$ cat src/logic/mempool_lite_pkg.sv
package mempool_lite_pkg;

  localparam int unsigned DataWidth       = 32;
  localparam int unsigned AddrWidth       = 32;
  localparam int unsigned StrbWidth       = DataWidth / 8;
  localparam int unsigned L2AddrWidth     = 10;
  localparam int unsigned L2NumWords      = 2 ** L2AddrWidth;
  localparam int unsigned L2ByteOffset    = 2;
  localparam int unsigned CtrlOffsetWidth = 16;

  typedef logic [AddrWidth-1:0]       addr_t;
  typedef logic [DataWidth-1:0]       data_t;
  typedef logic [StrbWidth-1:0]       strb_t;
  typedef logic [CtrlOffsetWidth-1:0] reg_offset_t;

  // Address map
  localparam addr_t CtrlBaseAddr = 32'h4000_0000;
  localparam addr_t CtrlEndAddr  = 32'h4000_FFFF;
  localparam addr_t L2BaseAddr   = 32'h8000_0000;
  localparam addr_t L2EndAddr    = 32'hBFFF_FFFF;

  localparam reg_offset_t WakeUpOffset    = 16'h0000;
  localparam reg_offset_t NumWordsOffset  = 16'h0004;
  localparam reg_offset_t SrcOffsetOffset = 16'h0008;
  localparam reg_offset_t EocOffset       = 16'h000C;

  typedef enum logic [1:0] {
    CtrlRegisters,
    L2Memory,
    External
  } target_e;

  typedef enum logic [1:0] {
    Idle,
    Fetch,
    Wait,
    WriteEoc
  } run_state_e;

  // Byte lane merge for partial writes
  function automatic data_t apply_be(data_t old_word, data_t new_word, strb_t be);
    data_t merged;
    merged = old_word;
    for (int b = 0; b < StrbWidth; b++) begin
      if (be[b]) merged[8*b +: 8] = new_word[8*b +: 8];
    end
    return merged;
  endfunction

endpackage : mempool_lite_pkg

$ cat src/logic/word_counter.sv
`timescale 1ns/10ps

module word_counter (
  input  logic                    clk_i,
  input  logic                    rst_n_i,
  input  logic                    load_i,
  input  mempool_lite_pkg::data_t load_value_i,
  input  logic                    dec_i,
  output logic                    count_zero_o
);

  mempool_lite_pkg::data_t count_q, count_d;

  always_comb begin
    count_d = count_q;
    if (load_i) count_d = load_value_i;
    else if (dec_i && count_q != '0) count_d = count_q - 1'b1;  // Saturates at zero
  end

  // Zero after this cycle's update
  assign count_zero_o = count_d == '0;

  always_ff @(posedge clk_i) begin
    if (!rst_n_i) count_q <= '0;
    else          count_q <= count_d;
  end

endmodule : word_counter

$ cat config.mk
export PLATFORM = sky130hd
export DESIGN_NAME = word_counter
export DESIGN_NICKNAME = d
export VERILOG_FILES = /design/src/logic/mempool_lite_pkg.sv /design/src/logic/word_counter.sv
export SDC_FILE = /design/constraint.sdc
export NUM_CORES = 1
export LEC_CHECK = 0
export ABC_AREA = 1
export BUFFER_PORTS_ARGS = -buffer_cell sky130_fd_sc_hd__clkbuf_2
export CAP_MARGIN = 20
export CORE_MARGIN = 2
export CORE_UTILIZATION = 53
export DETAILED_ROUTE_END_ITERATION = 8
export PLACE_DENSITY = 0.77
export SYNTH_ARGS = -nofsm -noshare
export SYNTH_HDL_FRONTEND = slang
export SYNTH_SLANG_ARGS = --single-unit
$ cat constraint.sdc
create_clock -name clk_i -period 3 [get_ports clk_i]
set_clock_uncertainty 0.1 [all_clocks]
set_input_delay 0.9 -clock clk_i [delete_from_list [all_inputs] [get_ports clk_i]]
set_output_delay 0.9 -clock clk_i [all_outputs]
set_load 0.02 [all_outputs]
=== After elaboration in Yosys (flattened, before gate mapping) ===
Index checks and enable logic that the tools add are counted.

* Output and inout bits: 1
* Register bits: 32

* Mux-type cells: 2
* Reduce and logical (&&, ||, !) cells: 3
* Add/sub/neg operators: 1

{| class="wikitable"
|+ Operator list
! operator !! count
|-
| $mux W32 || 2
|-
| $logic_not A32 Y1 || 1
|-
| $reduce_bool A32 Y1 || 1
|-
| $sub A32 B1 Y32 const B || 1
|-
| $logic_and A1 B1 Y1 || 1
|}

=== Logic depth before layout (Yosys ltp) ===
* Depth in word-level cells: 5
* Gate-level depth with buffers: 17
* Depth with buffers taken out: 16

=== Least setup slack after synthesis ===
OpenSTA, ideal clock, no wires.

* Path kind: input to output
* From: input load_i
* To: output count_zero_o
* Stages on the path: 10
* Arrival time: 2,279 ps
* Data required time: 2,000 ps
* Path slack: -279 ps
* Cell sequence: clkbuf_1 inv_1 clkbuf_1 clkbuf_1 nand3_1 nand2_1 nand3_1 nor2_1 nand3_1 nor2_1

* Longest elaborated chain between the ends: 2

{| class="wikitable"
|+ Ends and longest elaborated chain
! element !! line !! RTL
|-
| start: declaration || word_counter.sv:6 || <nowiki>input logic load_i,</nowiki>
|-
| $mux W32 || word_counter.sv:16 || <nowiki>if (load_i) count_d = load_value_i;</nowiki>
|-
| $logic_not A32 Y1 || word_counter.sv:21 || <nowiki>assign count_zero_o = count_d == '0;</nowiki>
|-
| end: declaration || word_counter.sv:9 || <nowiki>output logic count_zero_o</nowiki>
|}

Every way passes these cells.

=== Final worst setup path ===
* From: register count_q[12]
* To: output count_zero_o

* Longest elaborated chain between the ends: 5

{| class="wikitable"
|+ Ends and longest elaborated chain
! element !! line !! RTL
|-
| start: declaration || word_counter.sv:12 || <nowiki>mempool_lite_pkg::data_t count_q, count_d;</nowiki>
|-
| start signal: assignment || word_counter.sv:25 || <nowiki>else count_q <= count_d;</nowiki>
|-
| parallel branches: the longest is 2 deep, another holds $sub A32 B1 Y32 || - ||
|-
| $mux W32 * || word_counter.sv:17 || <nowiki>else if (dec_i && count_q != '0) count_d = count_q - 1'b1;</nowiki>
|-
| $mux W32 * || word_counter.sv:16 ||
|-
| $logic_not A32 Y1 * || word_counter.sv:21 ||
|}

Mark *: on every way between the ends.

==> summary.txt <==
Design Area, Final: 4580 um2
R2R Path End: count_q[30]
Post-synth EDFFs: 0
IO Port Bufs: 36
Max-cap viol count: 0
Routed length per instance: 17.0 um
Critical-path maximum fanout: 7
Largest net degree at the start of global routing: 36
DR vias/cell: 5.73
Die ar.: 5820 um2
Max-slew violations: 0
Io pins: 37
Post-route antenna net violation count: 0
CP startpoint kind: flop
Clock buffer count from CTS: 5
RSZ-0062 raised after global routing: true
Number of global-route vias before repair: 3,578
Initial antenna violation count: 0
Final Setup Violations: 1
Die Y: 76.3 um
Mapped Avg Cell Area: 5.48 um2
Yosys top cell by area: nand2_1
Fmax: 273 MHz
Hold Path Origin: count_q[2]
Num rows: 26
WHS Endpoint: count_q[2]
Pre-Repair DR Iteration Count: 7
Hold Crit Class: flop to flop
Crit Path Class: flop to output pin
CTS clock-pin slew for the worst setup and hold paths: 0.08 ns
Worst Setup End Kind: output pin
1st-iter DRT viols: 581
Max VDD drop: 336 uV
Via count: 4,218
Most common cell on crit path: nor2_4
Gr usage total: 0.334
Seq cells post-synth: 32
CP max-delay cell: dfxtp_2
Internal reg-to-reg setup slack: 0.82 ns
Status: finished, violations left
Synth area leaders: nand2_1 (28%), dfxtp_1 (23%), nor2_1 (12%)
Leakage: 2.33 nW
Post-Synthesis Net Count: 543
CTS root buffer: clkbuf_8
Worst R2R Path Depth: 14
Crit-path cells: nor2_4, nand2_2, nor2_4, nand2_4, buf_12, nor2_4, nor2_4, clkbuf_16, nand2_1, o21ai_1, nand2_1, nand2_1, nor2_1, nand2_1, nor2_2, nand2_2, nor2_4, buf_8
Largest Register: count_q
Main flop type after synthesis: dfxtp_1
Minimum clock period: 3.66 ns
Final hold vios: 0
Maximum buffer depth of the clock tree: 2
Hold_ws: 0.628 ns
Clock sinks: 32
Die width: 76.3 um
Drt total wl: 12,500 um
Ys Warns: 0
Placed cell count: 695
Grt ovf: 0
Synth cell types: 24
N_diodes: 0
Worst Path Required: 2.00 ns
Post-synth top area share: 0.277
Placed Instance Area: 3740 um2
CP max stage delay: 0.35 ns
Largest regs: count_q x32
Layout area overhead: 65.4%
Tcrit/Tclk final: 1.22
Relative slew slack: 0.739
Crit path DAT: 2.66 ns
Netlist Area Pre-Place: 2770 um2
First-pass GRT wire length: 15,800 um
Tightest Pin Transition: 0.391 ns
CTS hold repair buffers: 0
Async SR Flop Fraction: 0
Drc violations: 0
Failing checks: negative setup slack
Reg2Reg Launch Point: count_q[12]
Pre-CTS setup slack: -0.391 ns
Max reg flops: 32
Layout Cells excl Fill: 736
Commonest cells in the netlist: nand2_1 (204), nor2_1 (86), inv_1 (40)
Power density cells: 377 nW/um2
Worst-Skew Late Latency: 0.29 ns
Most common cell in the netlist: nand2_1
CTS tree: yes
GP Congestion: 0.977
Post-layout worst setup margin: -0.664 ns
Core ar.: 5070 um2
Dpl hpwl: 6740 um
Initial Utilization: 0.545
# H-tree levels: 2
Cell count after synthesis: 505
Sequential-to-total area share from yosys stat: 0.231
Final nets: 703
Hold Path Cell Cnt: 5
Share of layout cells above drive strength 1: 0.474
[metrics by stage]
step	power [mW]	setup TNS, ns	utilization
finish	1.72	-0.664	0.902
detailed placement	1.10	-0.391	0.736
floorplan	0.819	0	-
global placement	1.08	-0.317	0.736
global route	1.79	-0.742	0.902
CTS	1.52	-0.454	0.807
[cells in the final DEF (no fill, tap or decap)]
cell	instances
or2_2	9
buf_6	5
or2_4	4
nor2_2	19
nand3_1	29
ha_4	2
inv_1	31
nor2_1	54
a21oi_1	15
nand2_1	180
buf_4	122
buf_12	4
nand3_2	12
inv_2	6
clkbuf_8	6
nand2_2	24
buf_8	2
xor2_1	6
o21ai_1	12
o21ai_0	1
clkinvlp_4	2
dfxtp_1	14
o21ai_2	5
nor2_4	29
clkbuf_2	34
o21ai_4	2
dfxtp_2	18
clkbuf_16	2
inv_4	3
nand4_1	7
nand2_4	6
xnor2_1	1
[cell type report]
cell class,instances,area [um2]
inverters,40,158
flip-flops and latches,32,663
fillers,264,497
multi-input cells,417,2270
repair buffers,169,1300
well taps,70,87.6
clock buffers,6,82.6
clock inverters,2,15.0
[power by group]
part / total, mW / leakage (nW) / switching [mW] / internal [mW]
sequential: 0.493 / 0.271 / 0.0329 / 0.460
clock: 0.375 / 0.0434 / 0.189 / 0.186
combinational: 0.857 / 2.01 / 0.467 / 0.390
total: 1.72 / 2.33 / 0.689 / 1.04
[how the worst max path moves through the flow]
stage	from	end	slack (ns)	cells past startpoint
4_1_cts	count_q[8]	count_zero_o	-0.45	18
2_1_floorplan	load_i	count_zero_o	0.008	11
6_report	count_q[12]	count_zero_o	-0.66	18
3_5_place_dp	dec_i	count_zero_o	-0.39	14
3_3_place_gp	dec_i	count_zero_o	-0.32	14
5_1_grt	count_q[12]	count_zero_o	-0.74	17
[layer usage]
metal	wire, um	vias up	share of wire	track usage
met4	768	0	0.061	0.105
met5	0	-	0	0
li1	-	1891	-	-
met2	5900	341	0.47	0.588
met3	1410	97	0.11	0.0486
met1	4480	1889	0.36	0.419
[critical path, delay by kind of cell (launching register included)]
family	cells	cell delay (ns)
buffers and inverters	3	0.41
AO/OA/AOI/OAI	1	0.07
flip-flops	1	0.35
AND/OR/NAND/NOR	14	1.53
[kinds of logic after synthesis]
family / Yosys count / share of synthesized area
and+or+nand+nor: 373 / 0.579
buffers and inverters: 56 / 0.0886
adders and majority gates: 2 / 0.00904
DFF: 32 / 0.231
xor gates and xnor gates: 7 / 0.0222
AOI/OAI and AO/OA: 35 / 0.0701
[what timing repair did]
action | 4_1_cts | 5_1_grt
resized for setup | 42 | 107
setup endpoints to repair | 1 | 1
pin swaps | 26 | 61
buffers inserted | 14 | 17
cloned | 1 | 2
endpoints found under the hold margin | 0 | 0
No activity file was read; power rests on OpenSTA's default activity.
