## src/logic/mempool_lite_pkg.sv

```systemverilog
package mempool_lite_pkg;

  localparam int unsigned DataWidth       = 32;
  localparam int unsigned AddrWidth       = 32;
  localparam int unsigned StrbWidth       = DataWidth / 8;
  localparam int unsigned L2AddrWidth     = 10;
  localparam int unsigned L2NumWords      = 2 ** L2AddrWidth;
  localparam int unsigned L2ByteOffset    = 2;
  localparam int unsigned CtrlOffsetWidth = 16;

  typedef logic [AddrWidth-1:0]       addr_t;
  typedef logic [DataWidth-1:0]       data_t;
  typedef logic [StrbWidth-1:0]       strb_t;
  typedef logic [CtrlOffsetWidth-1:0] reg_offset_t;

  // Address map
  localparam addr_t CtrlBaseAddr = 32'h4000_0000;
  localparam addr_t CtrlEndAddr  = 32'h4000_FFFF;
  localparam addr_t L2BaseAddr   = 32'h8000_0000;
  localparam addr_t L2EndAddr    = 32'hBFFF_FFFF;

  localparam reg_offset_t WakeUpOffset    = 16'h0000;
  localparam reg_offset_t NumWordsOffset  = 16'h0004;
  localparam reg_offset_t SrcOffsetOffset = 16'h0008;
  localparam reg_offset_t EocOffset       = 16'h000C;

  typedef enum logic [1:0] {
    CtrlRegisters,
    L2Memory,
    External
  } target_e;

  typedef enum logic [1:0] {
    Idle,
    Fetch,
    Wait,
    WriteEoc
  } run_state_e;

  // Byte lane merge for partial writes
  function automatic data_t apply_be(data_t old_word, data_t new_word, strb_t be);
    data_t merged;
    merged = old_word;
    for (int b = 0; b < StrbWidth; b++) begin
      if (be[b]) merged[8*b +: 8] = new_word[8*b +: 8];
    end
    return merged;
  endfunction

endpackage : mempool_lite_pkg

```

## src/logic/run_fsm.sv

```systemverilog
`timescale 1ns/10ps

module run_fsm (
  input  logic                         clk_i,
  input  logic                         rst_n_i,
  input  logic                         fetch_en_i,
  input  logic                         wake_i,
  input  logic                         gnt_i,
  input  logic                         rvalid_i,
  input  logic                         count_zero_i,
  output mempool_lite_pkg::run_state_e state_o,
  output logic                         load_o,
  output logic                         dec_o,
  output logic                         busy_o
);

  mempool_lite_pkg::run_state_e state_q, state_d;

  always_comb begin
    state_d = state_q;
    load_o  = 1'b0;
    dec_o   = 1'b0;
    unique case (state_q)
      mempool_lite_pkg::Idle: begin
        if (wake_i && fetch_en_i) begin
          load_o  = 1'b1;
          // count_zero_i already reflects the value being loaded
          state_d = count_zero_i ? mempool_lite_pkg::WriteEoc : mempool_lite_pkg::Fetch;
        end
      end
      mempool_lite_pkg::Fetch: if (gnt_i) state_d = mempool_lite_pkg::Wait;
      mempool_lite_pkg::Wait: begin
        if (rvalid_i) begin
          dec_o   = 1'b1;
          state_d = count_zero_i ? mempool_lite_pkg::WriteEoc : mempool_lite_pkg::Fetch;
        end
      end
      mempool_lite_pkg::WriteEoc: if (gnt_i) state_d = mempool_lite_pkg::Idle;
      default: state_d = mempool_lite_pkg::Idle;
    endcase
  end

  always_ff @(posedge clk_i) begin
    if (!rst_n_i) state_q <= mempool_lite_pkg::Idle;
    else          state_q <= state_d;
  end

  assign state_o = state_q;
  assign busy_o  = state_q != mempool_lite_pkg::Idle;

endmodule : run_fsm

```

## config.mk

```make
export PLATFORM = sky130hd
export DESIGN_NAME = run_fsm
export DESIGN_NICKNAME = d
export VERILOG_FILES = /design/src/logic/mempool_lite_pkg.sv /design/src/logic/run_fsm.sv
export SDC_FILE = /design/constraint.sdc
export NUM_CORES = 1
export LEC_CHECK = 0
export ABC_AREA = 1
export BUFFER_PORTS_ARGS = -buffer_cell sky130_fd_sc_hd__buf_2
export CORE_AREA = 2 2 39 41
export CTS_BUF_LIST = sky130_fd_sc_hd__clkbuf_8
export DETAILED_ROUTE_END_ITERATION = 12
export DIE_AREA = 0 0 41 43
export HOLD_SLACK_MARGIN = 0.02
export SLEW_MARGIN = 20
export SYNTH_ARGS = -nofsm -noshare
export SYNTH_HDL_FRONTEND = slang
export SYNTH_SLANG_ARGS = --single-unit
```

## constraint.sdc

```tcl
create_clock -name clk_i -period 2.3 [get_ports clk_i]
set_input_delay 0.23 -clock clk_i [delete_from_list [all_inputs] [get_ports clk_i]]
set_output_delay 0.23 -clock clk_i [all_outputs]
set_load 0.01 [all_outputs]
```

### Word level (Yosys, flattened, before mapping)

Index checks and enable logic that the tools add are counted.

| storage, ports and cells | value |
|---|---|
| register bits | 2 |
| bits in read-only memories | 0 |
| memories kept | 0 |
| bits in latches | 0 |
| memory bits (writable) | 0 |
| word-level logic and storage cells | 22 |
| output and inout bits | 5 |
| input port bits | 7 |

| operators by class | value |
|---|---|
| equality and inequality tests | 7 |
| divide/modulo/power cells | 0 |
| multipliers | 0 |
| order comparisons | 0 |
| multiplexer cells | 10 |
| bitwise logic cells | 0 |
| reduce and logical (&&, ||, !) cells | 4 |
| shift-type cells | 0 |
| add/subtract/negate cells | 0 |

Operators with widths:

| operator | count |
|---|---|
| $mux 2 | 5 |
| $ne 2x2->1 const B | 4 |
| $pmux 2 s4 | 1 |
| $eq 2x2->1 const B | 2 |
| $mux 1 | 4 |
| $reduce_and 4->1 | 1 |
| $eq 2x1->1 const B | 1 |
| $logic_not 2->1 | 1 |
| $reduce_bool 2->1 | 1 |
| $logic_and 1x1->1 | 1 |

### Logic depth before layout (Yosys ltp)

Gate-level depths: netlist of run 1.

| depth | value |
|---|---|
| depth after elaboration | 3 |
| gate-level depth with buffers | 6 |

### Worst setup path before layout of run 1

OpenSTA, ideal clock, no wires.

| timing path | value |
|---|---|
| path kind | reg2out |
| start point | register state_q[1] (netlist: state_o[1]) |
| end point | output load_o |
| arrival | 0.796 ns |
| slack | 1.274 ns |
| data required time | 2.070 ns |
| stages on the path, launching flop included | 4 |
| buffers on the path | 0 |
| cell sequence | dfxtp_1 nor2_1 inv_1 nor2_1 |

| on the way | value |
|---|---|
| longest elaborated chain between the ends | 2 |

Ends and longest elaborated chain:

| element | line | source |
|---|---|---|
| start, declared | run_fsm.sv:17 | `mempool_lite_pkg::run_state_e state_q, state_d;` |
| start signal, assigned | run_fsm.sv:44 | `if (!rst_n_i) state_q <= mempool_lite_pkg::Idle;` |
| start signal, assigned | run_fsm.sv:45 | `else state_q <= state_d;` |
| $logic_not 2->1 | run_fsm.sv:23 | `unique case (state_q)` |
| $mux 1 | run_fsm.sv:23 |  |
| end, declared | run_fsm.sv:12 | `output logic load_o,` |

No other way between the ends.

### Final worst setup path of run 1

Same ends and word-level chain as after synthesis.

==> run_results.csv, run 1 <==
group,metric,value,unit
setup_path,setup.worst_path.start_class,"register",
worst_hold_path,hold_class,"in -> reg",
sta,rsz0062_at_grt,"false",
finish,layout-area-overhead-vs-synth,71.5,%
synthesis,ys_seq_elements,2,
finish,fin_area,279,um^2
clock_tree,post_cts_buffers,0,
detailed_routing,wirelength,416,um
detailed_routing,drt-wirelength-per-cell,7.43,um
place,io_buffers,11,
sta,setup_viol,0,
floorplanning,core,0.00138,mm^2
clock_tree,cts_buffers,3,
global_routing,antenna_found_initial,0,
global_routing,grt_max_degree,8,
sta,finClkSkew,0.00192,ns
sta,fmax,800,MHz
setup_path,end_kind,"primary output",
clock_tree,clock_latency,0.21,ns
sta,relSlewSlack,86.2,%
place,place_area,238,um^2
finish,n_antenna_cell,0,
clock_tree,ctsResizeCount,0,
sta,tightest_slew,0.207,ns
floorplanning,die-area,0.00176,mm^2
global_routing,gr-total-overflow,0,
outcome,outcome,"finished, final reports clean",
detailed_routing,drtPass1Iterations,2,
detailed_routing,drc,0,
setup_path,cp.arrival,1.02,ns
power_and_ir_drop,p_per_area,994,mW/mm^2
power_and_ir_drop,p_seq_share,19.8,%
setup_path,path_class,"reg -> out",
floorplanning,rows,14,
detailed_routing,vias,197,
finish,fin_util,20.2,%
global_routing,grt_first_pass_wirelength,614,um
clock_tree,clk_pin_slew,0.03,ns
sta,slew_viol_final,0,
clock_tree,clockBufferDepth,2,
clock_tree,clkSinkCount,2,
setup_path,r2r_slack,1.38,ns
power_and_ir_drop,switching_share,31.4,%
power_and_ir_drop,intPower,0.000190,W
power_and_ir_drop,combPwrFrac,29.8,%
sta,tns,0,ns
clock_tree,cts_root_buf,"clkbuf_8",
job,drv_cap,0,
floorplanning,die_y,43,um
power_and_ir_drop,power.leakage,0.165,nW
global_routing,grtUsageTotal,6.01,%
floorplanning,fp.dieW,41,um
clock_tree,hold_buffers,0,
place,gp_congestion,0.588,
synthesis,avgSynthCellArea,6.26,um^2
synthesis,yosysWarnings,0,
sta,period_share,54.3,%
clock_tree,htree_levels,1,
detailed_routing,via_per_inst,3.52,
power_and_ir_drop,ir_worst_vdd,0.000164,V
detailed_routing,ant_nets,0,
place,dpl.hpwl,328,um
power_and_ir_drop,switching_power,0.0000869,W
setup_path,path_max_fanout,5,
floorplanning,start_util,11.8,%
synthesis,synth_nets,33,
synthesis,yosysSeqAreaShare,24.6,%
synthesis,synth_cell_types,11,
finish,drive_above_1_share,47.5,%
finish,largest_reg_flops,2,
synthesis,syn_area,163,um^2
floorplanning,ios,12,
power_and_ir_drop,p_clk_share,50.4,%
clock_tree,cts_tree,"built",
sta,min_period,1.25,ns
finish,nets,49,
setup_path,cp.required,2.07,ns
global_routing,grt_pass1_vias,177,
detailed_routing,drtIter0Drc,5,
sta,hold_viol,0,
synthesis,synthCells,26,
==> synthesized netlist by cell type <==
master	instances	share of area, %
nand2_2	2	7.7
bufinv_8	1	11
a21oi_1	1	3.1
nand2_1	5	12
nand3_2	1	6.2
dfxtp_1	2	25
nor3_1	1	3.1
inv_1	5	12
nand3_1	4	12
inv_2	1	2.3
nor2_1	3	6.9
==> power by group through the flow <==
stage	registers (W)	clock network (W)	logic [W]
floorplan	0.0000575	0	0.0000506
finish	0.0000549	0.000140	0.0000826
detailed placement	0.0000558	0	0.0000839
CTS	0.0000553	0.000146	0.0000841
global placement	0.0000552	0	0.0000832
global route	0.0000570	0.000143	0.0000930
==> final cells by class <==
type | instances | area [um^2]
Fill cell | 162 | 1100
Multi-Input combinational cell | 17 | 82.6
Timing Repair Buffer | 11 | 55.1
Clock buffer | 3 | 41.3
Sequential cell | 2 | 40.0
Inverter | 7 | 40.0
Tap cell | 16 | 20.0
==> metrics by stage <==
step	hold slack, ns	setup slack (ns)	power, W	instances
detailed placement	0.456	1.26	0.000140	53
global route	0.255	0.993	0.000293	56
global placement	0.455	1.26	0.000138	53
CTS	0.233	1.03	0.000286	56
floorplan	0.322	1.27	0.000108	26
finish	0.237	1.05	0.000277	56
==> logic make-up (layout without fill, tap and decap cells) <==
family,after synthesis,after routing,share of synthesized area (%)
buffers and inverters,7,21,24.6
DFF,2,2,24.6
AOI/OAI and AO/OA,1,1,3.07
and+or+nand+nor,16,16,47.7
==> layer usage <==
layer	track usage, %	routed length (um)
met5	0	0
met4	10.0	0
met3	3.66	42
met2	7.50	234
met1	4.47	139
==> cell usage in the layout (no fill, tap or decap), drive strengths merged <==
master,Yosys,routed
a21oi,1,1
buf,0,11
bufinv,1,1
clkbuf,0,3
dfxtp,2,2
inv,6,6
nand2,7,7
nand3,5,5
nor2,3,3
nor3,1,1
==> worst paths after layout <==
check                   from  cells past startpoint    endpoint
setup reg to reg  state_o[1]                      6  state_o[1]
hold reg to reg   state_o[0]                      1  state_o[0]
hold / removal         gnt_i                      2  state_o[0]
setup / recovery  state_o[1]                      4      load_o
==> critical path: stages, from the launching register on <==
cell and delay [ns]:
dfxtp_1 0.34, nor2_1 0.18, inv_1 0.07, nor2_1 0.09
buf_2 0.13
Note: power is estimated with default switching activity, not from simulation.
==> inputs of run 2 (changes only) <==
==> constraint.sdc (replaced) <==
create_clock -name clk_i -period 1 [get_ports clk_i]
set_input_delay 0.1 -clock clk_i [delete_from_list [all_inputs] [get_ports clk_i]]
set_output_delay 0.1 -clock clk_i [all_outputs]
set_load 0.01 [all_outputs]
==> run 2 against run 1 <==
Against the previous run:
- sequential power grew 150%
- power grew to 2.6 times the previous value
- clock skew grew 0.0010 ns
- critical path depth is the same
- design area grew 17%
- first-iteration DRC count shrank 80%
- global-route usage grew 0.79 points
- combinational power grew to 3.4 times the previous value
- register-to-register slack lost 1.3 ns
- cell count grew 5.4%
- highest routed layer is now met4
==> run_results.csv, run 2 (synthesis results as in run 1) <==
group,metric,value,unit
finish,drive_above_1_share,65.1,%
finish,layout-area-overhead-vs-synth,100,%
setup_path,end_kind,"primary output",
finish,largest_reg_flops,2,
setup_path,r2r_slack,0.07,ns
setup_path,r2r_start,"state_o[1]",
sta,tns,0,ns
global_routing,grt_first_pass_wirelength,710,um
detailed_routing,drc,0,
sta,fin_ws,0.00344,ns
power_and_ir_drop,p_total,0.000730,W
sta,rsz0062_at_grt,"true",
sta,finClkSkew,0.00296,ns
finish,fin_util,23.5,%
detailed_routing,wirelength,484,um
worst_hold_path,whs_endpoint,"state_o[0]",
sta,setup_viol,0,
place,dpl.hpwl,336,um
setup_path,cp.arrival,0.90,ns
power_and_ir_drop,p_per_area,2240,mW/mm^2
clock_tree,cts_root_buf,"clkbuf_8",
global_routing,grt_max_degree,6,
sta,hold_viol,0,
floorplanning,die-area,0.00176,mm^2
clock_tree,htree_levels,1,
clock_tree,clock_latency,0.21,ns
sta,slew_viol_final,0,
detailed_routing,vias,219,
floorplanning,core,0.00138,mm^2
floorplanning,fp.dieW,41,um
worst_hold_path,min-delay-start,"gnt_i",
place,io_buffers,11,
global_routing,grtUsageTotal,6.81,%
setup_path,path_class,"reg -> out",
worst_hold_path,hold_class,"in -> reg",
finish,n_antenna_cell,0,
detailed_routing,ant_nets,0,
clock_tree,cts_buffers,3,
setup_path,path_max_fanout,3,
sta,relSlewSlack,92.8,%
global_routing,antenna_found_initial,0,
floorplanning,rows,14,
setup_path,rr_worst_depth,7,
setup_path,cp.required,0.90,ns
floorplanning,die_y,43,um
detailed_routing,via_per_inst,3.71,
outcome,outcome,"finished, final reports clean",
floorplanning,start_util,11.8,%
floorplanning,ios,12,
finish,nets,52,
detailed_routing,drtPass1Iterations,2,
global_routing,grt_pass1_vias,208,
sta,min_period,0.997,ns
clock_tree,cts_tree,"built",
finish,final_cell_mix,"11 x buf_2, 5 x nand2_1, 4 x nand3_1",
setup_path,setup.worst_path.start_class,"register",
clock_tree,clkSinkCount,2,
finish,fin_cells,59,
place,gp_congestion,0.613,
finish,layout_commonest_cell,"buf_2",
worst_hold_path,hold_path_depth,2,
power_and_ir_drop,ir_worst_vdd,0.000568,V
power_and_ir_drop,power.leakage,0.184,nW
sta,period_share,99.7,%
place,dp.cells,53,
clock_tree,clk_pin_slew,0.03,ns
job,drv_cap,0,
setup_path,r2r-end,"state_o[1]",
sta,fmax,1000,MHz
detailed_routing,drt-wirelength-per-cell,8.20,um
detailed_routing,drtIter0Drc,1,
global_routing,gr-total-overflow,0,
finish,fillCellCount,165,
clock_tree,clockBufferDepth,2,
sta,tightest_slew,0.108,ns
place,place_ws,0.0756,ns
run 2: changes by cell type in the layout (fill, tap and decap cells not counted), moves of 2 or more:
cell     delta
dfxtp_1     -2
dfxtp_4     +2
inv_1       -2
inv_2       +2
buf_4       +2
run 2: worst max-delay path by stage:
| stage | endpoint | cells past startpoint | from | slack [ns] |
|---|---|---|---|---|
| after global placement | state_o[1] | 6 | state_o[0] | 0.08 |
| after detailed placement | state_o[1] | 6 | state_o[1] | 0.08 |
| final | load_o | 4 | state_o[1] | 0.003 |
| after CTS | load_o | 4 | state_o[0] | -0.01 |
| after global routing | load_o | 4 | state_o[1] | -0.03 |
| after floorplan | load_o | 3 | state_o[1] | 0.10 |
run 2: critical path, cell delays in order, from the launching register on:
cell and delay, ns:
dfxtp_4 0.34, nor2_4 0.11, inv_2 0.04, nor2_1 0.07, buf_2 0.13
run 2: power breakdown:
group          switching (W)  internal [W]
Sequential         0.0000269      0.000108
Combinational       0.000140      0.000137
Clock              0.0000633      0.000255
run 2: timing repair:
item	4_1_cts	5_1_grt
setup buffers	3	0
hold buffers	0	0
setup endpoints to repair	3	3
pin swaps	2	2
resized for setup	7	3
run 2: routing by layer:
metal,track usage [%],share of wire [%]
met4,6.00,2.3
met3,6.81,10
met5,0,0
met2,10.0,56
met1,4.46,31
run 2: area by class of cell:
type | instances | area, um^2 | share of cell area (%)
clock buffer | 3 | 41.3 | 12.7
multi-input combinational | 17 | 95.1 | 29.2
timing repair buffer | 14 | 81.3 | 25.0
sequential | 2 | 47.5 | 14.6
inverter | 7 | 40.0 | 12.3
tap | 16 | 20.0 | 6.15
run 2: stage by stage:
| step | hold slack [ns] | instance area, um^2 |
|---|---|---|
| after floorplan | 0.192 | 163 |
| after global placement | 0.320 | 238 |
| after detailed placement | 0.322 | 238 |
| after CTS | 0.0927 | 317 |
| after global routing | 0.0998 | 325 |
| final | 0.101 | 325 |
==> inputs of run 3 (changes only) <==
--- a/config.mk
+++ b/config.mk
@@ -12,6 +12,7 @@
 export DETAILED_ROUTE_END_ITERATION = 12
 export DIE_AREA = 0 0 41 43
 export HOLD_SLACK_MARGIN = 0.02
+export SETUP_SLACK_MARGIN = 0.02
 export SLEW_MARGIN = 20
 export SYNTH_ARGS = -nofsm -noshare
 export SYNTH_HDL_FRONTEND = slang
==> constraint.sdc (replaced) <==
create_clock -name clk_i -period 1.3 [get_ports clk_i]
set_input_delay 0.13 -clock clk_i [delete_from_list [all_inputs] [get_ports clk_i]]
set_output_delay 0.13 -clock clk_i [all_outputs]
set_load 0.01 [all_outputs]
==> run 3 against run 2 <==
Against the previous run:
- first-iteration DRC count increased to 4.0 times the previous value
- highest routed layer unchanged
- design area shrank 14%
- power decreased by 33%
- register-to-register slack better by 0.30 ns
- sequential share of layout area is 0.27 points lower
- critical endpoint unchanged
- combinational power is 47% lower
- non-clock buffer count shrank 3
- hold slack improved by 0.028 ns
==> run_results.csv, run 3 (synthesis results as in run 1) <==
group,metric,value,unit
outcome,outcome,"finished, final reports clean",
sta,fmax,865,MHz
setup_path,path_class,"reg -> out",
clock_tree,hold_buffers,0,
worst_hold_path,hold_class,"in -> reg",
detailed_routing,ant_nets,0,
clock_tree,clkSinkCount,2,
sta,min_period,1.16,ns
sta,rsz0062_at_grt,"false",
clock_tree,clock_latency,0.21,ns
floorplanning,die_y,43,um
floorplanning,rows,14,
finish,drive_above_1_share,47.5,%
clock_tree,cts_root_buf,"clkbuf_8",
setup_path,setup.worst_path.start_class,"register",
place,place_area,238,um^2
finish,n_antenna_cell,0,
place,place_ws,0.357,ns
detailed_routing,drt-wirelength-per-cell,7.16,um
job,drv_cap,0,
finish,regArea,40.0,um^2
detailed_routing,vias,190,
sta,relSlewSlack,86.4,%
setup_path,worst_path_largest_cell_delay,0.34,ns
global_routing,grt_max_degree,8,
sta,hold_viol,0,
setup_path,cp.required,1.17,ns
place,dpl.hpwl,343,um
setup_path,crit_chain,"nor2_1 > inv_1 > nor2_1 > buf_2",
place,io_buffers,11,
finish,layout-area-overhead-vs-synth,71.5,%
power_and_ir_drop,power.leakage,0.165,nW
setup_path,path_max_fanout,5,
clock_tree,cts_tree,"built",
detailed_routing,via_per_inst,3.39,
setup_path,cp.arrival,1.03,ns
sta,tightest_slew,0.203,ns
sta,holdWs,0.130,ns
global_routing,antenna_found_initial,0,
sta,period_share,88.9,%
global_routing,grt_pass1_vias,166,
floorplanning,ios,12,
floorplanning,fp.dieW,41,um
sta,slew_viol_final,0,
finish,nets,49,
clock_tree,clk_pin_slew,0.03,ns
setup_path,crit_slowest_cell,"dfxtp_1",
clock_tree,cts_buffers,3,
finish,largest_reg_flops,2,
sta,fin_ws,0.144,ns
detailed_routing,wirelength,401,um
detailed_routing,drtPass1Iterations,2,
floorplanning,core,0.00138,mm^2
power_and_ir_drop,ir_worst_vdd,0.000401,V
setup_path,end_kind,"primary output",
power_and_ir_drop,p_total,0.000489,W
sta,finClkSkew,0.00298,ns
floorplanning,start_util,11.8,%
power_and_ir_drop,p_per_area,1750,mW/mm^2
setup_path,crit_top_cell,"nor2_1",
finish,fillCellCount,163,
clock_tree,post_cts_buffers,0,
global_routing,gr-total-overflow,0,
floorplanning,die-area,0.00176,mm^2
finish,final_cell_mix,"11 x buf_2, 5 x inv_1, 5 x nand2_1",
clock_tree,ctsResizeCount,0,
global_routing,grt_first_pass_wirelength,593,um
global_routing,grtUsageTotal,6.11,%
finish,multiInputGateArea,82.6,um^2
detailed_routing,drc,0,
finish,fin_area,279,um^2
clock_tree,clockBufferDepth,2,
finish,layout_commonest_cell,"buf_2",
detailed_routing,drtIter0Drc,4,
sta,tns,0,ns
clock_tree,htree_levels,1,
sta,setup_viol,0,
place,gp_congestion,0.609,
==> run 3: changes by cell type in the layout (fill, tap and decap cells not counted), sizes merged <==
cell  previous run  this run
buf             14        11
==> run 3: cell type report <==
class | instances | area share, %
tap | 16 | 7.17
sequential | 2 | 14.3
multi-input combinational | 17 | 29.6
timing repair buffer | 11 | 19.7
clock buffer | 3 | 14.8
inverter | 7 | 14.3
==> run 3: power breakdown <==
part,switching (W),internal (W),total (W)
logic,0.0000828,0.0000644,0.000147
clock network,0.0000492,0.000196,0.000245
registers,0.0000203,0.0000763,0.0000967
total,0.000152,0.000337,0.000489
==> run 3: worst paths after layout <==
path | startpoint | end | slack [ns] | cells after the start
worst min-delay path | gnt_i | state_o[0] | 0.13 | 2
worst max-delay path | state_o[1] | load_o | 0.14 | 4
worst max register to register | state_o[1] | state_o[1] | 0.37 | 6
worst min register to register | state_o[0] | state_o[0] | 0.53 | 1
==> run 3: metal layers <==
layer / share of wire [%] / global-route usage, % / vias to the layer above
met5: 0 / 0 / -
met3: 13 / 4.71 / 2
li1: - / - / 106
met2: 47 / 6.88 / 7
met1: 35 / 4.78 / 75
met4: 4.2 / 10.0 / 0
==> run 3: stage by stage <==
step                      cells  utilization [%]
after floorplan              26                -
after global placement       53             17.2
after detailed placement     53             17.2
after CTS                    56             20.2
after global routing         56             20.2
final                        56             20.2
==> run 3: critical path, delay by kind of cell (launching register included) <==
kind          cells  cell delay [ns]
buf+inv           2             0.20
flops             1             0.34
simple gates      2             0.27
