$ cat src/logic/mempool_lite_pkg.sv
package mempool_lite_pkg;

  localparam int unsigned DataWidth       = 32;
  localparam int unsigned AddrWidth       = 32;
  localparam int unsigned StrbWidth       = DataWidth / 8;
  localparam int unsigned L2AddrWidth     = 10;
  localparam int unsigned L2NumWords      = 2 ** L2AddrWidth;
  localparam int unsigned L2ByteOffset    = 2;
  localparam int unsigned CtrlOffsetWidth = 16;

  typedef logic [AddrWidth-1:0]       addr_t;
  typedef logic [DataWidth-1:0]       data_t;
  typedef logic [StrbWidth-1:0]       strb_t;
  typedef logic [CtrlOffsetWidth-1:0] reg_offset_t;

  // Address map
  localparam addr_t CtrlBaseAddr = 32'h4000_0000;
  localparam addr_t CtrlEndAddr  = 32'h4000_FFFF;
  localparam addr_t L2BaseAddr   = 32'h8000_0000;
  localparam addr_t L2EndAddr    = 32'hBFFF_FFFF;

  localparam reg_offset_t WakeUpOffset    = 16'h0000;
  localparam reg_offset_t NumWordsOffset  = 16'h0004;
  localparam reg_offset_t SrcOffsetOffset = 16'h0008;
  localparam reg_offset_t EocOffset       = 16'h000C;

  typedef enum logic [1:0] {
    CtrlRegisters,
    L2Memory,
    External
  } target_e;

  typedef enum logic [1:0] {
    Idle,
    Fetch,
    Wait,
    WriteEoc
  } run_state_e;

  // Byte lane merge for partial writes
  function automatic data_t apply_be(data_t old_word, data_t new_word, strb_t be);
    data_t merged;
    merged = old_word;
    for (int b = 0; b < StrbWidth; b++) begin
      if (be[b]) merged[8*b +: 8] = new_word[8*b +: 8];
    end
    return merged;
  endfunction

endpackage : mempool_lite_pkg

$ cat src/logic/mem_bus_if.sv
`timescale 1ns/10ps

interface mem_bus_if;

  // Master side
  logic                    req;
  logic                    we;
  mempool_lite_pkg::addr_t addr;
  mempool_lite_pkg::data_t wdata;
  mempool_lite_pkg::strb_t be;

  // Slave side
  logic                    gnt;
  logic                    rvalid;  // One cycle after a granted read
  mempool_lite_pkg::data_t rdata;

  modport mst (
    output req, we, addr, wdata, be,
    input  gnt, rvalid, rdata
  );

  modport slv (
    input  req, we, addr, wdata, be,
    output gnt, rvalid, rdata
  );

endinterface : mem_bus_if

$ cat src/logic/bus_xbar.sv
`timescale 1ns/10ps

module bus_xbar (
  input  logic                    clk_i,
  input  logic                    rst_n_i,
  mem_bus_if.slv                  host_bus,
  mem_bus_if.slv                  engine_bus,
  mem_bus_if.mst                  ctrl_bus,
  mem_bus_if.mst                  l2_bus,
  output logic                    ext_req_o,
  output logic                    ext_we_o,
  output mempool_lite_pkg::addr_t ext_addr_o,
  output mempool_lite_pkg::data_t ext_wdata_o,
  output mempool_lite_pkg::strb_t ext_be_o,
  input  mempool_lite_pkg::data_t ext_rdata_i
);

  mempool_lite_pkg::target_e host_tgt, eng_tgt;
  mempool_lite_pkg::target_e host_src_q, eng_src_q;
  logic eng_win;
  logic host_on_ctrl, host_on_l2, host_on_ext;
  logic host_rd_q, eng_rd_q;

  function automatic mempool_lite_pkg::target_e decode(mempool_lite_pkg::addr_t addr);
    if (addr >= mempool_lite_pkg::CtrlBaseAddr && addr <= mempool_lite_pkg::CtrlEndAddr)
      return mempool_lite_pkg::CtrlRegisters;
    if (addr >= mempool_lite_pkg::L2BaseAddr && addr <= mempool_lite_pkg::L2EndAddr)
      return mempool_lite_pkg::L2Memory;
    return mempool_lite_pkg::External;  // Everything else goes off-chip
  endfunction

  function automatic logic tgt_ready(mempool_lite_pkg::target_e t, logic ctrl_g, logic l2_g);
    unique case (t)
      mempool_lite_pkg::CtrlRegisters: return ctrl_g;
      mempool_lite_pkg::L2Memory:      return l2_g;
      default:                         return 1'b1;
    endcase
  endfunction

  function automatic logic ret_valid(mempool_lite_pkg::target_e src, logic ctrl_v, logic l2_v);
    unique case (src)
      mempool_lite_pkg::CtrlRegisters: return ctrl_v;
      mempool_lite_pkg::L2Memory:      return l2_v;
      default:                         return 1'b1;
    endcase
  endfunction

  function automatic mempool_lite_pkg::data_t ret_data(mempool_lite_pkg::target_e src,
      mempool_lite_pkg::data_t ctrl_d, mempool_lite_pkg::data_t l2_d,
      mempool_lite_pkg::data_t ext_d);
    unique case (src)
      mempool_lite_pkg::CtrlRegisters: return ctrl_d;
      mempool_lite_pkg::L2Memory:      return l2_d;
      default:                         return ext_d;
    endcase
  endfunction

  assign host_tgt = decode(host_bus.addr);
  assign eng_tgt  = decode(engine_bus.addr);

  // Engine backs off when the host wants the same target
  assign eng_win = engine_bus.req && !(host_bus.req && host_tgt == eng_tgt);

  assign host_on_ctrl = host_bus.req && host_tgt == mempool_lite_pkg::CtrlRegisters;
  assign host_on_l2   = host_bus.req && host_tgt == mempool_lite_pkg::L2Memory;
  assign host_on_ext  = host_bus.req && host_tgt == mempool_lite_pkg::External;

  assign ctrl_bus.req   = host_on_ctrl || (eng_win && eng_tgt == mempool_lite_pkg::CtrlRegisters);
  assign ctrl_bus.we    = host_on_ctrl ? host_bus.we    : engine_bus.we;
  assign ctrl_bus.addr  = host_on_ctrl ? host_bus.addr  : engine_bus.addr;
  assign ctrl_bus.wdata = host_on_ctrl ? host_bus.wdata : engine_bus.wdata;
  assign ctrl_bus.be    = host_on_ctrl ? host_bus.be    : engine_bus.be;

  assign l2_bus.req   = host_on_l2 || (eng_win && eng_tgt == mempool_lite_pkg::L2Memory);
  assign l2_bus.we    = host_on_l2 ? host_bus.we    : engine_bus.we;
  assign l2_bus.addr  = host_on_l2 ? host_bus.addr  : engine_bus.addr;
  assign l2_bus.wdata = host_on_l2 ? host_bus.wdata : engine_bus.wdata;
  assign l2_bus.be    = host_on_l2 ? host_bus.be    : engine_bus.be;

  assign ext_req_o   = host_on_ext || (eng_win && eng_tgt == mempool_lite_pkg::External);
  assign ext_we_o    = host_on_ext ? host_bus.we    : engine_bus.we;
  assign ext_addr_o  = host_on_ext ? host_bus.addr  : engine_bus.addr;
  assign ext_wdata_o = host_on_ext ? host_bus.wdata : engine_bus.wdata;
  assign ext_be_o    = host_on_ext ? host_bus.be    : engine_bus.be;

  assign host_bus.gnt   = host_bus.req && tgt_ready(host_tgt, ctrl_bus.gnt, l2_bus.gnt);
  assign engine_bus.gnt = eng_win && tgt_ready(eng_tgt, ctrl_bus.gnt, l2_bus.gnt);

  // Remember who read from where, for the return cycle
  always_ff @(posedge clk_i) begin
    if (!rst_n_i) begin
      host_rd_q  <= 1'b0;
      eng_rd_q   <= 1'b0;
      host_src_q <= mempool_lite_pkg::External;
      eng_src_q  <= mempool_lite_pkg::External;
    end else begin
      host_rd_q  <= host_bus.gnt && !host_bus.we;
      eng_rd_q   <= engine_bus.gnt && !engine_bus.we;
      host_src_q <= host_tgt;
      eng_src_q  <= eng_tgt;
    end
  end

  assign host_bus.rvalid = host_rd_q && ret_valid(host_src_q, ctrl_bus.rvalid, l2_bus.rvalid);
  assign host_bus.rdata  = ret_data(host_src_q, ctrl_bus.rdata, l2_bus.rdata, ext_rdata_i);

  assign engine_bus.rvalid = eng_rd_q && ret_valid(eng_src_q, ctrl_bus.rvalid, l2_bus.rvalid);
  assign engine_bus.rdata  = ret_data(eng_src_q, ctrl_bus.rdata, l2_bus.rdata, ext_rdata_i);

endmodule : bus_xbar

$ cat src/flat_wrapper.sv
// flat-port wrapper written by rule: the top's interface ports become plain ports
module bus_xbar_flat 
  (clk_i, rst_n_i, ext_req_o, ext_we_o, ext_addr_o, ext_wdata_o, ext_be_o, ext_rdata_i, host_bus_req, host_bus_we, host_bus_addr, host_bus_wdata, host_bus_be, host_bus_gnt, host_bus_rvalid, host_bus_rdata, engine_bus_req, engine_bus_we, engine_bus_addr, engine_bus_wdata, engine_bus_be, engine_bus_gnt, engine_bus_rvalid, engine_bus_rdata, ctrl_bus_req, ctrl_bus_we, ctrl_bus_addr, ctrl_bus_wdata, ctrl_bus_be, ctrl_bus_gnt, ctrl_bus_rvalid, ctrl_bus_rdata, l2_bus_req, l2_bus_we, l2_bus_addr, l2_bus_wdata, l2_bus_be, l2_bus_gnt, l2_bus_rvalid, l2_bus_rdata);
  mem_bus_if host_bus_i ();
  mem_bus_if engine_bus_i ();
  mem_bus_if ctrl_bus_i ();
  mem_bus_if l2_bus_i ();
  input  logic clk_i;
  input  logic rst_n_i;
  output logic ext_req_o;
  output logic ext_we_o;
  output mempool_lite_pkg::addr_t ext_addr_o;
  output mempool_lite_pkg::data_t ext_wdata_o;
  output mempool_lite_pkg::strb_t ext_be_o;
  input  mempool_lite_pkg::data_t ext_rdata_i;
  input wire logic [$bits(host_bus_i.req)-1:0] host_bus_req;
  input wire logic [$bits(host_bus_i.we)-1:0] host_bus_we;
  input wire logic [$bits(host_bus_i.addr)-1:0] host_bus_addr;
  input wire logic [$bits(host_bus_i.wdata)-1:0] host_bus_wdata;
  input wire logic [$bits(host_bus_i.be)-1:0] host_bus_be;
  output wire logic [$bits(host_bus_i.gnt)-1:0] host_bus_gnt;
  output wire logic [$bits(host_bus_i.rvalid)-1:0] host_bus_rvalid;
  output wire logic [$bits(host_bus_i.rdata)-1:0] host_bus_rdata;
  input wire logic [$bits(engine_bus_i.req)-1:0] engine_bus_req;
  input wire logic [$bits(engine_bus_i.we)-1:0] engine_bus_we;
  input wire logic [$bits(engine_bus_i.addr)-1:0] engine_bus_addr;
  input wire logic [$bits(engine_bus_i.wdata)-1:0] engine_bus_wdata;
  input wire logic [$bits(engine_bus_i.be)-1:0] engine_bus_be;
  output wire logic [$bits(engine_bus_i.gnt)-1:0] engine_bus_gnt;
  output wire logic [$bits(engine_bus_i.rvalid)-1:0] engine_bus_rvalid;
  output wire logic [$bits(engine_bus_i.rdata)-1:0] engine_bus_rdata;
  output wire logic [$bits(ctrl_bus_i.req)-1:0] ctrl_bus_req;
  output wire logic [$bits(ctrl_bus_i.we)-1:0] ctrl_bus_we;
  output wire logic [$bits(ctrl_bus_i.addr)-1:0] ctrl_bus_addr;
  output wire logic [$bits(ctrl_bus_i.wdata)-1:0] ctrl_bus_wdata;
  output wire logic [$bits(ctrl_bus_i.be)-1:0] ctrl_bus_be;
  input wire logic [$bits(ctrl_bus_i.gnt)-1:0] ctrl_bus_gnt;
  input wire logic [$bits(ctrl_bus_i.rvalid)-1:0] ctrl_bus_rvalid;
  input wire logic [$bits(ctrl_bus_i.rdata)-1:0] ctrl_bus_rdata;
  output wire logic [$bits(l2_bus_i.req)-1:0] l2_bus_req;
  output wire logic [$bits(l2_bus_i.we)-1:0] l2_bus_we;
  output wire logic [$bits(l2_bus_i.addr)-1:0] l2_bus_addr;
  output wire logic [$bits(l2_bus_i.wdata)-1:0] l2_bus_wdata;
  output wire logic [$bits(l2_bus_i.be)-1:0] l2_bus_be;
  input wire logic [$bits(l2_bus_i.gnt)-1:0] l2_bus_gnt;
  input wire logic [$bits(l2_bus_i.rvalid)-1:0] l2_bus_rvalid;
  input wire logic [$bits(l2_bus_i.rdata)-1:0] l2_bus_rdata;
  assign host_bus_i.req = host_bus_req;
  assign host_bus_i.we = host_bus_we;
  assign host_bus_i.addr = host_bus_addr;
  assign host_bus_i.wdata = host_bus_wdata;
  assign host_bus_i.be = host_bus_be;
  assign host_bus_gnt = host_bus_i.gnt;
  assign host_bus_rvalid = host_bus_i.rvalid;
  assign host_bus_rdata = host_bus_i.rdata;
  assign engine_bus_i.req = engine_bus_req;
  assign engine_bus_i.we = engine_bus_we;
  assign engine_bus_i.addr = engine_bus_addr;
  assign engine_bus_i.wdata = engine_bus_wdata;
  assign engine_bus_i.be = engine_bus_be;
  assign engine_bus_gnt = engine_bus_i.gnt;
  assign engine_bus_rvalid = engine_bus_i.rvalid;
  assign engine_bus_rdata = engine_bus_i.rdata;
  assign ctrl_bus_req = ctrl_bus_i.req;
  assign ctrl_bus_we = ctrl_bus_i.we;
  assign ctrl_bus_addr = ctrl_bus_i.addr;
  assign ctrl_bus_wdata = ctrl_bus_i.wdata;
  assign ctrl_bus_be = ctrl_bus_i.be;
  assign ctrl_bus_i.gnt = ctrl_bus_gnt;
  assign ctrl_bus_i.rvalid = ctrl_bus_rvalid;
  assign ctrl_bus_i.rdata = ctrl_bus_rdata;
  assign l2_bus_req = l2_bus_i.req;
  assign l2_bus_we = l2_bus_i.we;
  assign l2_bus_addr = l2_bus_i.addr;
  assign l2_bus_wdata = l2_bus_i.wdata;
  assign l2_bus_be = l2_bus_i.be;
  assign l2_bus_i.gnt = l2_bus_gnt;
  assign l2_bus_i.rvalid = l2_bus_rvalid;
  assign l2_bus_i.rdata = l2_bus_rdata;
  bus_xbar u_core (.clk_i(clk_i), .rst_n_i(rst_n_i), .host_bus(host_bus_i), .engine_bus(engine_bus_i), .ctrl_bus(ctrl_bus_i), .l2_bus(l2_bus_i), .ext_req_o(ext_req_o), .ext_we_o(ext_we_o), .ext_addr_o(ext_addr_o), .ext_wdata_o(ext_wdata_o), .ext_be_o(ext_be_o), .ext_rdata_i(ext_rdata_i));
endmodule
$ cat config.mk
export PLATFORM = sky130hd
export DESIGN_NAME = bus_xbar_flat
export DESIGN_NICKNAME = d
export VERILOG_FILES = /design/src/logic/mempool_lite_pkg.sv /design/src/logic/mem_bus_if.sv /design/src/logic/bus_xbar.sv /design/src/flat_wrapper.sv
export SDC_FILE = /design/constraint.sdc
export NUM_CORES = 1
export LEC_CHECK = 0
export ABC_AREA = 1
export CAP_MARGIN = 0
export CORE_AREA = 5 5 201 203
export DETAILED_ROUTE_END_ITERATION = 10
export DIE_AREA = 0 0 206 208
export DONT_BUFFER_PORTS = 1
export PLACE_DENSITY = 0.3
export SYNTH_ARGS = -nofsm -noshare
export SYNTH_HDL_FRONTEND = slang
export SYNTH_SLANG_ARGS = --single-unit
export TNS_END_PERCENT = 5
$ cat constraint.sdc
create_clock -name clk_i -period 2.1 [get_ports clk_i]
set_input_delay 0.42 -clock clk_i [delete_from_list [all_inputs] [get_ports clk_i]]
set_output_delay 0.42 -clock clk_i [all_outputs]
set_load 0.005 [all_outputs]
**Yosys cells after proc, flatten, opt, wreduce, memory -nomap -nowiden**

Index checks and enable logic that the tools add are counted.

- Bits in registers: 6

- Muxes and demuxes: 32
- Reduce and logical (&&, ||, !) cells: 28
- Magnitude comparators: 8
- Equality and inequality tests: 7

Operators with widths:

| operator | count |
|---|---|
| 2-to-1 mux 32 bit | 6 |
| case mux 32 bit (2 select lines) | 2 |
| >= comparator 32 x 31 -> 1 bit (second input constant) | 2 |
| >= comparator 32 bit (second input constant) | 2 |
| <= comparator 32 x 31 -> 1 bit (second input constant) | 2 |
| <= comparator 32 bit (second input constant) | 2 |
| logical AND 1 bit | 18 |
| 2-to-1 mux 2 bit | 8 |
| 2-to-1 mux 4 bit | 3 |
| 2-to-1 mux 1 bit | 9 |
| == test 2 x 1 -> 1 bit (second input constant) | 4 |
| zero test 2 bit | 4 |
| case mux 1 bit (2 select lines) | 4 |
| == test 2 bit (second input constant) | 2 |
| zero test 1 bit | 3 |
| logical OR 1 bit | 3 |
| == test 2 bit | 1 |

**Longest topological paths before layout**

- Word-level depth: 12
- Depth in mapped cells: 12
- Depth with buffers taken out: 12

**Worst setup path after synthesis**

No wires, ideal clock.

- Path type: input -> output
- Start: input host_bus_addr[22]
- End: output ext_addr_o[21]
- Buffers on the path: 2
- Slack: 262 ps
- Cell stages on the path: 10
- Data required time: 1680 ps
- Arrival: 1418 ps
- Path through: nor2_1 nand2_1 nor2_4 nand2_1 nand2_2 nor2_4 buf_4 buf_4 nand2_1 o21ai_1

- Longest elaborated chain between the ends: 9
- Elaborated cells between the ends (all ways): 15
- Those cells by class: order compare: 4; eq/ne: 1; mux: 7; reduce/logical: 3

Ends and longest elaborated chain:

| item | line | RTL |
|---|---|---|
| start: declaration | flat_wrapper.sv:18 | `input wire logic [$bits(host_bus_i.addr)-1:0] host_bus_addr;` |
| >= comparator 32 bit / <= comparator 32 bit (equally long branches) | bus_xbar.sv:27 | `if (addr >= mempool_lite_pkg::L2BaseAddr && addr <= mempool_lite_pkg::L2EndAddr)` |
| logical AND 1 bit | bus_xbar.sv:27 |  |
| 2-to-1 mux 1 bit (2 in a row) | bus_xbar.sv:27 |  |
| 2-to-1 mux 2 bit | bus_xbar.sv:29 | `return mempool_lite_pkg::External;` |
| 2-to-1 mux 2 bit (*) | bus_xbar.sv:27 |  |
| == test 2 bit (*) | bus_xbar.sv:66 | `assign host_on_ext = host_bus.req && host_tgt == mempool_lite_pkg::External;` |
| logical AND 1 bit (*) | bus_xbar.sv:66 |  |
| 2-to-1 mux 32 bit (*) | bus_xbar.sv:82 | `assign ext_addr_o = host_on_ext ? host_bus.addr : engine_bus.addr;` |
| end: declaration | flat_wrapper.sv:12 | `output mempool_lite_pkg::addr_t ext_addr_o;` |

Every way passes the cells marked *; elsewhere a longest branch is shown, timed or not. The select of a mux whose other input is x is not followed.

**Final worst setup path**

- Start: input host_bus_addr[22]
- End: output ext_wdata_o[23]

- Longest elaborated chain between the ends: 9
- Elaborated cells between the ends (all ways): 15
- Those cells by class: order compare: 4; eq/ne: 1; mux: 7; reduce/logical: 3

Ends and longest elaborated chain:

| item | line | RTL |
|---|---|---|
| >= comparator 32 bit / <= comparator 32 bit (equally long branches) | bus_xbar.sv:27 |  |
| logical AND 1 bit | bus_xbar.sv:27 |  |
| 2-to-1 mux 1 bit (2 in a row) | bus_xbar.sv:27 |  |
| 2-to-1 mux 2 bit | bus_xbar.sv:29 |  |
| 2-to-1 mux 2 bit (*) | bus_xbar.sv:27 |  |
| == test 2 bit (*) | bus_xbar.sv:66 |  |
| logical AND 1 bit (*) | bus_xbar.sv:66 |  |
| 2-to-1 mux 32 bit (*) | bus_xbar.sv:83 | `assign ext_wdata_o = host_on_ext ? host_bus.wdata : engine_bus.wdata;` |
| end: declaration | flat_wrapper.sv:13 | `output mempool_lite_pkg::data_t ext_wdata_o;` |

Marks and branches as above.

==> results.py <==
metrics = {
    "yosys": {
        "synth_common_cells": "nand2_1 (235), inv_1 (146), o21ai_0 (89)",
        "syn_inst": 767,
        "synth_cell_types": 25,
        "synth-seq-cells": 6,
        "synth_edf_count": 0,
        "yosysTopAreaCell": "nand2_1",
        "avgSynthCellArea_um2": 5.303,
        "synth_top_area_share": 0.2169,
        "netlist_area_um2": 4068,
        "synthTopCellsByArea": "nand2_1 (22%), mux2_1 (14%), inv_1 (13%), o21ai_0 (11%), o21ai_1 (8.9%)",
        "async_flop_share": 0,
        "ys.warnings.count": 0,
        "yosysSeqAreaShare": 0.02953,
        "yosysMostFrequentCell": "nand2_1",
        "syn_nets": 1009,
        "synth_ff_type": "dfxtp_1",
    },
    "die": {
        "io_pins": 520,
        "dieWidth_um": 206,
        "coreArea_um2": 38290,
        "fp.dieH_um": 208,
        "initial_core_util": 0.1062,
        "die_area_um2": 42850,
        "num_rows": 72,
    },
    "power": {
        "p_total_w": 0.001295,
        "vdd.ir_drop.worst_mv": 0.1191,
        "p_per_area_nw_per_um2": 247.2,
        "power_leakage_nw": 2.274,
    },
    "clocking": {
        "cts_tree": "done",
        "clock_sinks": 6,
        "numCtsBuffers": 3,
        "cts_buffer_depth": 2,
        "path_clk_slew_ps": 40,
        "root_buffer": "clkbuf_16",
        "ctsHtreeMaxLevel": 1,
    },
    "sta": {
        "rsz0062_at_grt": "true",
        "setup-violations-final": 0,
        "fin_crit_sh": 0.9710,
        "worstMarginPinSlew_ps": 544.0,
        "finalCriticalPeriod_ps": 2039,
        "tns_ps": 0,
        "fin_worst_hold_slack_ps": 280.8,
        "finalHoldViolations": 0,
        "drv_slew": 0,
        "fmax_mhz": 490.4,
        "slew_headroom": 0.6335,
    },
    "worst_setup_path": {
        "path_max_fanout": 8,
        "worst_setup_path_end_kind": "primary output",
        "crit_type": "in -> out",
        "arrival_ps": 1620,
        "worst_ep_required_time_ps": 1680,
        "startpoint_type": "input pin",
    },
    "layout": {
        "syn_to_final_growth_pct": 28.79,
        "seq_area_um2": 120.1,
        "multi_input_area_um2": 3227,
        "drive_gt1_frac": 0.1532,
        "nNetsFinal": 1021,
        "stdcell_area_um2": 5239,
        "fill_cells": 4489,
        "antenna_cells": 0,
    },
    "placement": {
        "place_area_um2": 4883,
        "io_buffers": 0,
        "gp_congestion": 0.8186,
        "hpwlAfterDp_um": 20100,
    },
    "flow_run": {
        "max-cap-violations": 0,
    },
    "drt": {
        "post_drt_wl_per_cell_um": 18.32,
        "ant_nets": 0,
        "vias": 5388,
        "via_per_inst": 4.161,
        "first_pass_iters": 5,
        "routed_wl_um": 23720,
        "drc_errors": 0,
        "drtIter0Drc": 318,
    },
    "grt": {
        "grt_overflow": 0,
        "grt_max_degree": 55,
        "grt_first_pass_wirelength_um": 31400,
        "track_usage": 0.09300,
        "antenna_found_initial": 0,
        "first_global_vias": 5166,
    },
    "run_status": {
        "status": "finished, final reports clean",
    },
    "min_path": {
        "hold_class": "in -> reg",
    },
}
-- power breakdown --
group	internal, W	switching (W)	leakage [nW]
registers	0.000119	0.00000362	0.0493
clock network	0.000245	0.0000696	0.0370
logic	0.000320	0.000538	2.19
-- state kept, by name (all words and copies together), names as in the netlist --
name               count
u_core.host_src_q      2
u_core.host_rd_q       1
u_core.eng_rd_q        1
u_core.eng_src_q       2
-- worst paths after layout --
path	slack (ps)	depth (start not counted)	to	startpoint
max	60	10	ext_wdata_o[23]	host_bus_addr[22]
min	280	1	u_core.host_src_q[1]$_SDFF_PN1_	rst_n_i
-- critical path, cell delays in order --
cell       delay [ps]
nor2_2            130
nand2_2            80
nor2_4            130
nand2_2            90
nand2_4           100
nor2_4             50
buf_12            140
buf_12            130
clkbuf_16         160
o21ai_4           180
-- logic make-up after synthesis --
kind of cell / share of synthesized area
flip-flops: 0.02953
multiplexers: 0.1467
buffers and inverters: 0.2233
AND/OR/NAND/NOR: 0.2679
AO/OA/AOI/OAI: 0.3325
-- area by class of cell --
class | count | share of cell area
clock buffers | 3 | 0.01433
inverters | 148 | 0.1060
multi-input cells | 560 | 0.6160
flip-flops and latches | 6 | 0.02293
well taps | 518 | 0.1237
repair buffers | 60 | 0.1170
-- placed cells by master, fill, tap and decap left out, drive strengths merged --
cell	count
a21oi	4
a22oi	21
buf	59
clkbuf	4
clkinv	2
dfxtp	6
inv	146
mux2	53
nand2	236
nand3	7
nor2	33
nor3	1
o211ai	11
o21ai	161
o221ai	32
o22ai	1
-- routing by layer --
layer | share of wire | up-vias | global-route usage
met1 | 0.34 | 2459 | 0.09140
met4 | 0.033 | 0 | 0.03167
met2 | 0.52 | 370 | 0.1847
li1 | - | 2524 | -
met5 | 0 | - | 0
met3 | 0.099 | 35 | 0.02398
-- per-stage QoR --
stage / setup slack, ps / std cells / utilization
2_1_floorplan: 261.6 / 767 / -
5_1_grt: -27.92 / 1295 / 0.1368
3_5_place_dp: -54.53 / 1285 / 0.1275
4_1_cts: -46.54 / 1288 / 0.1296
3_3_place_gp: -48.23 / 1285 / 0.1275
6_report: 60.97 / 1295 / 0.1368
-- what timing repair did --
item,in CTS,in global routing
gates resized for setup,2,57
hold buffers,0,0
pin swaps,0,7
endpoints found under the hold margin,0,0
setup buffers,0,4
endpoints found under the setup margin,13,70
gates cloned,0,3
Note: power is estimated with default switching activity, not from simulation.
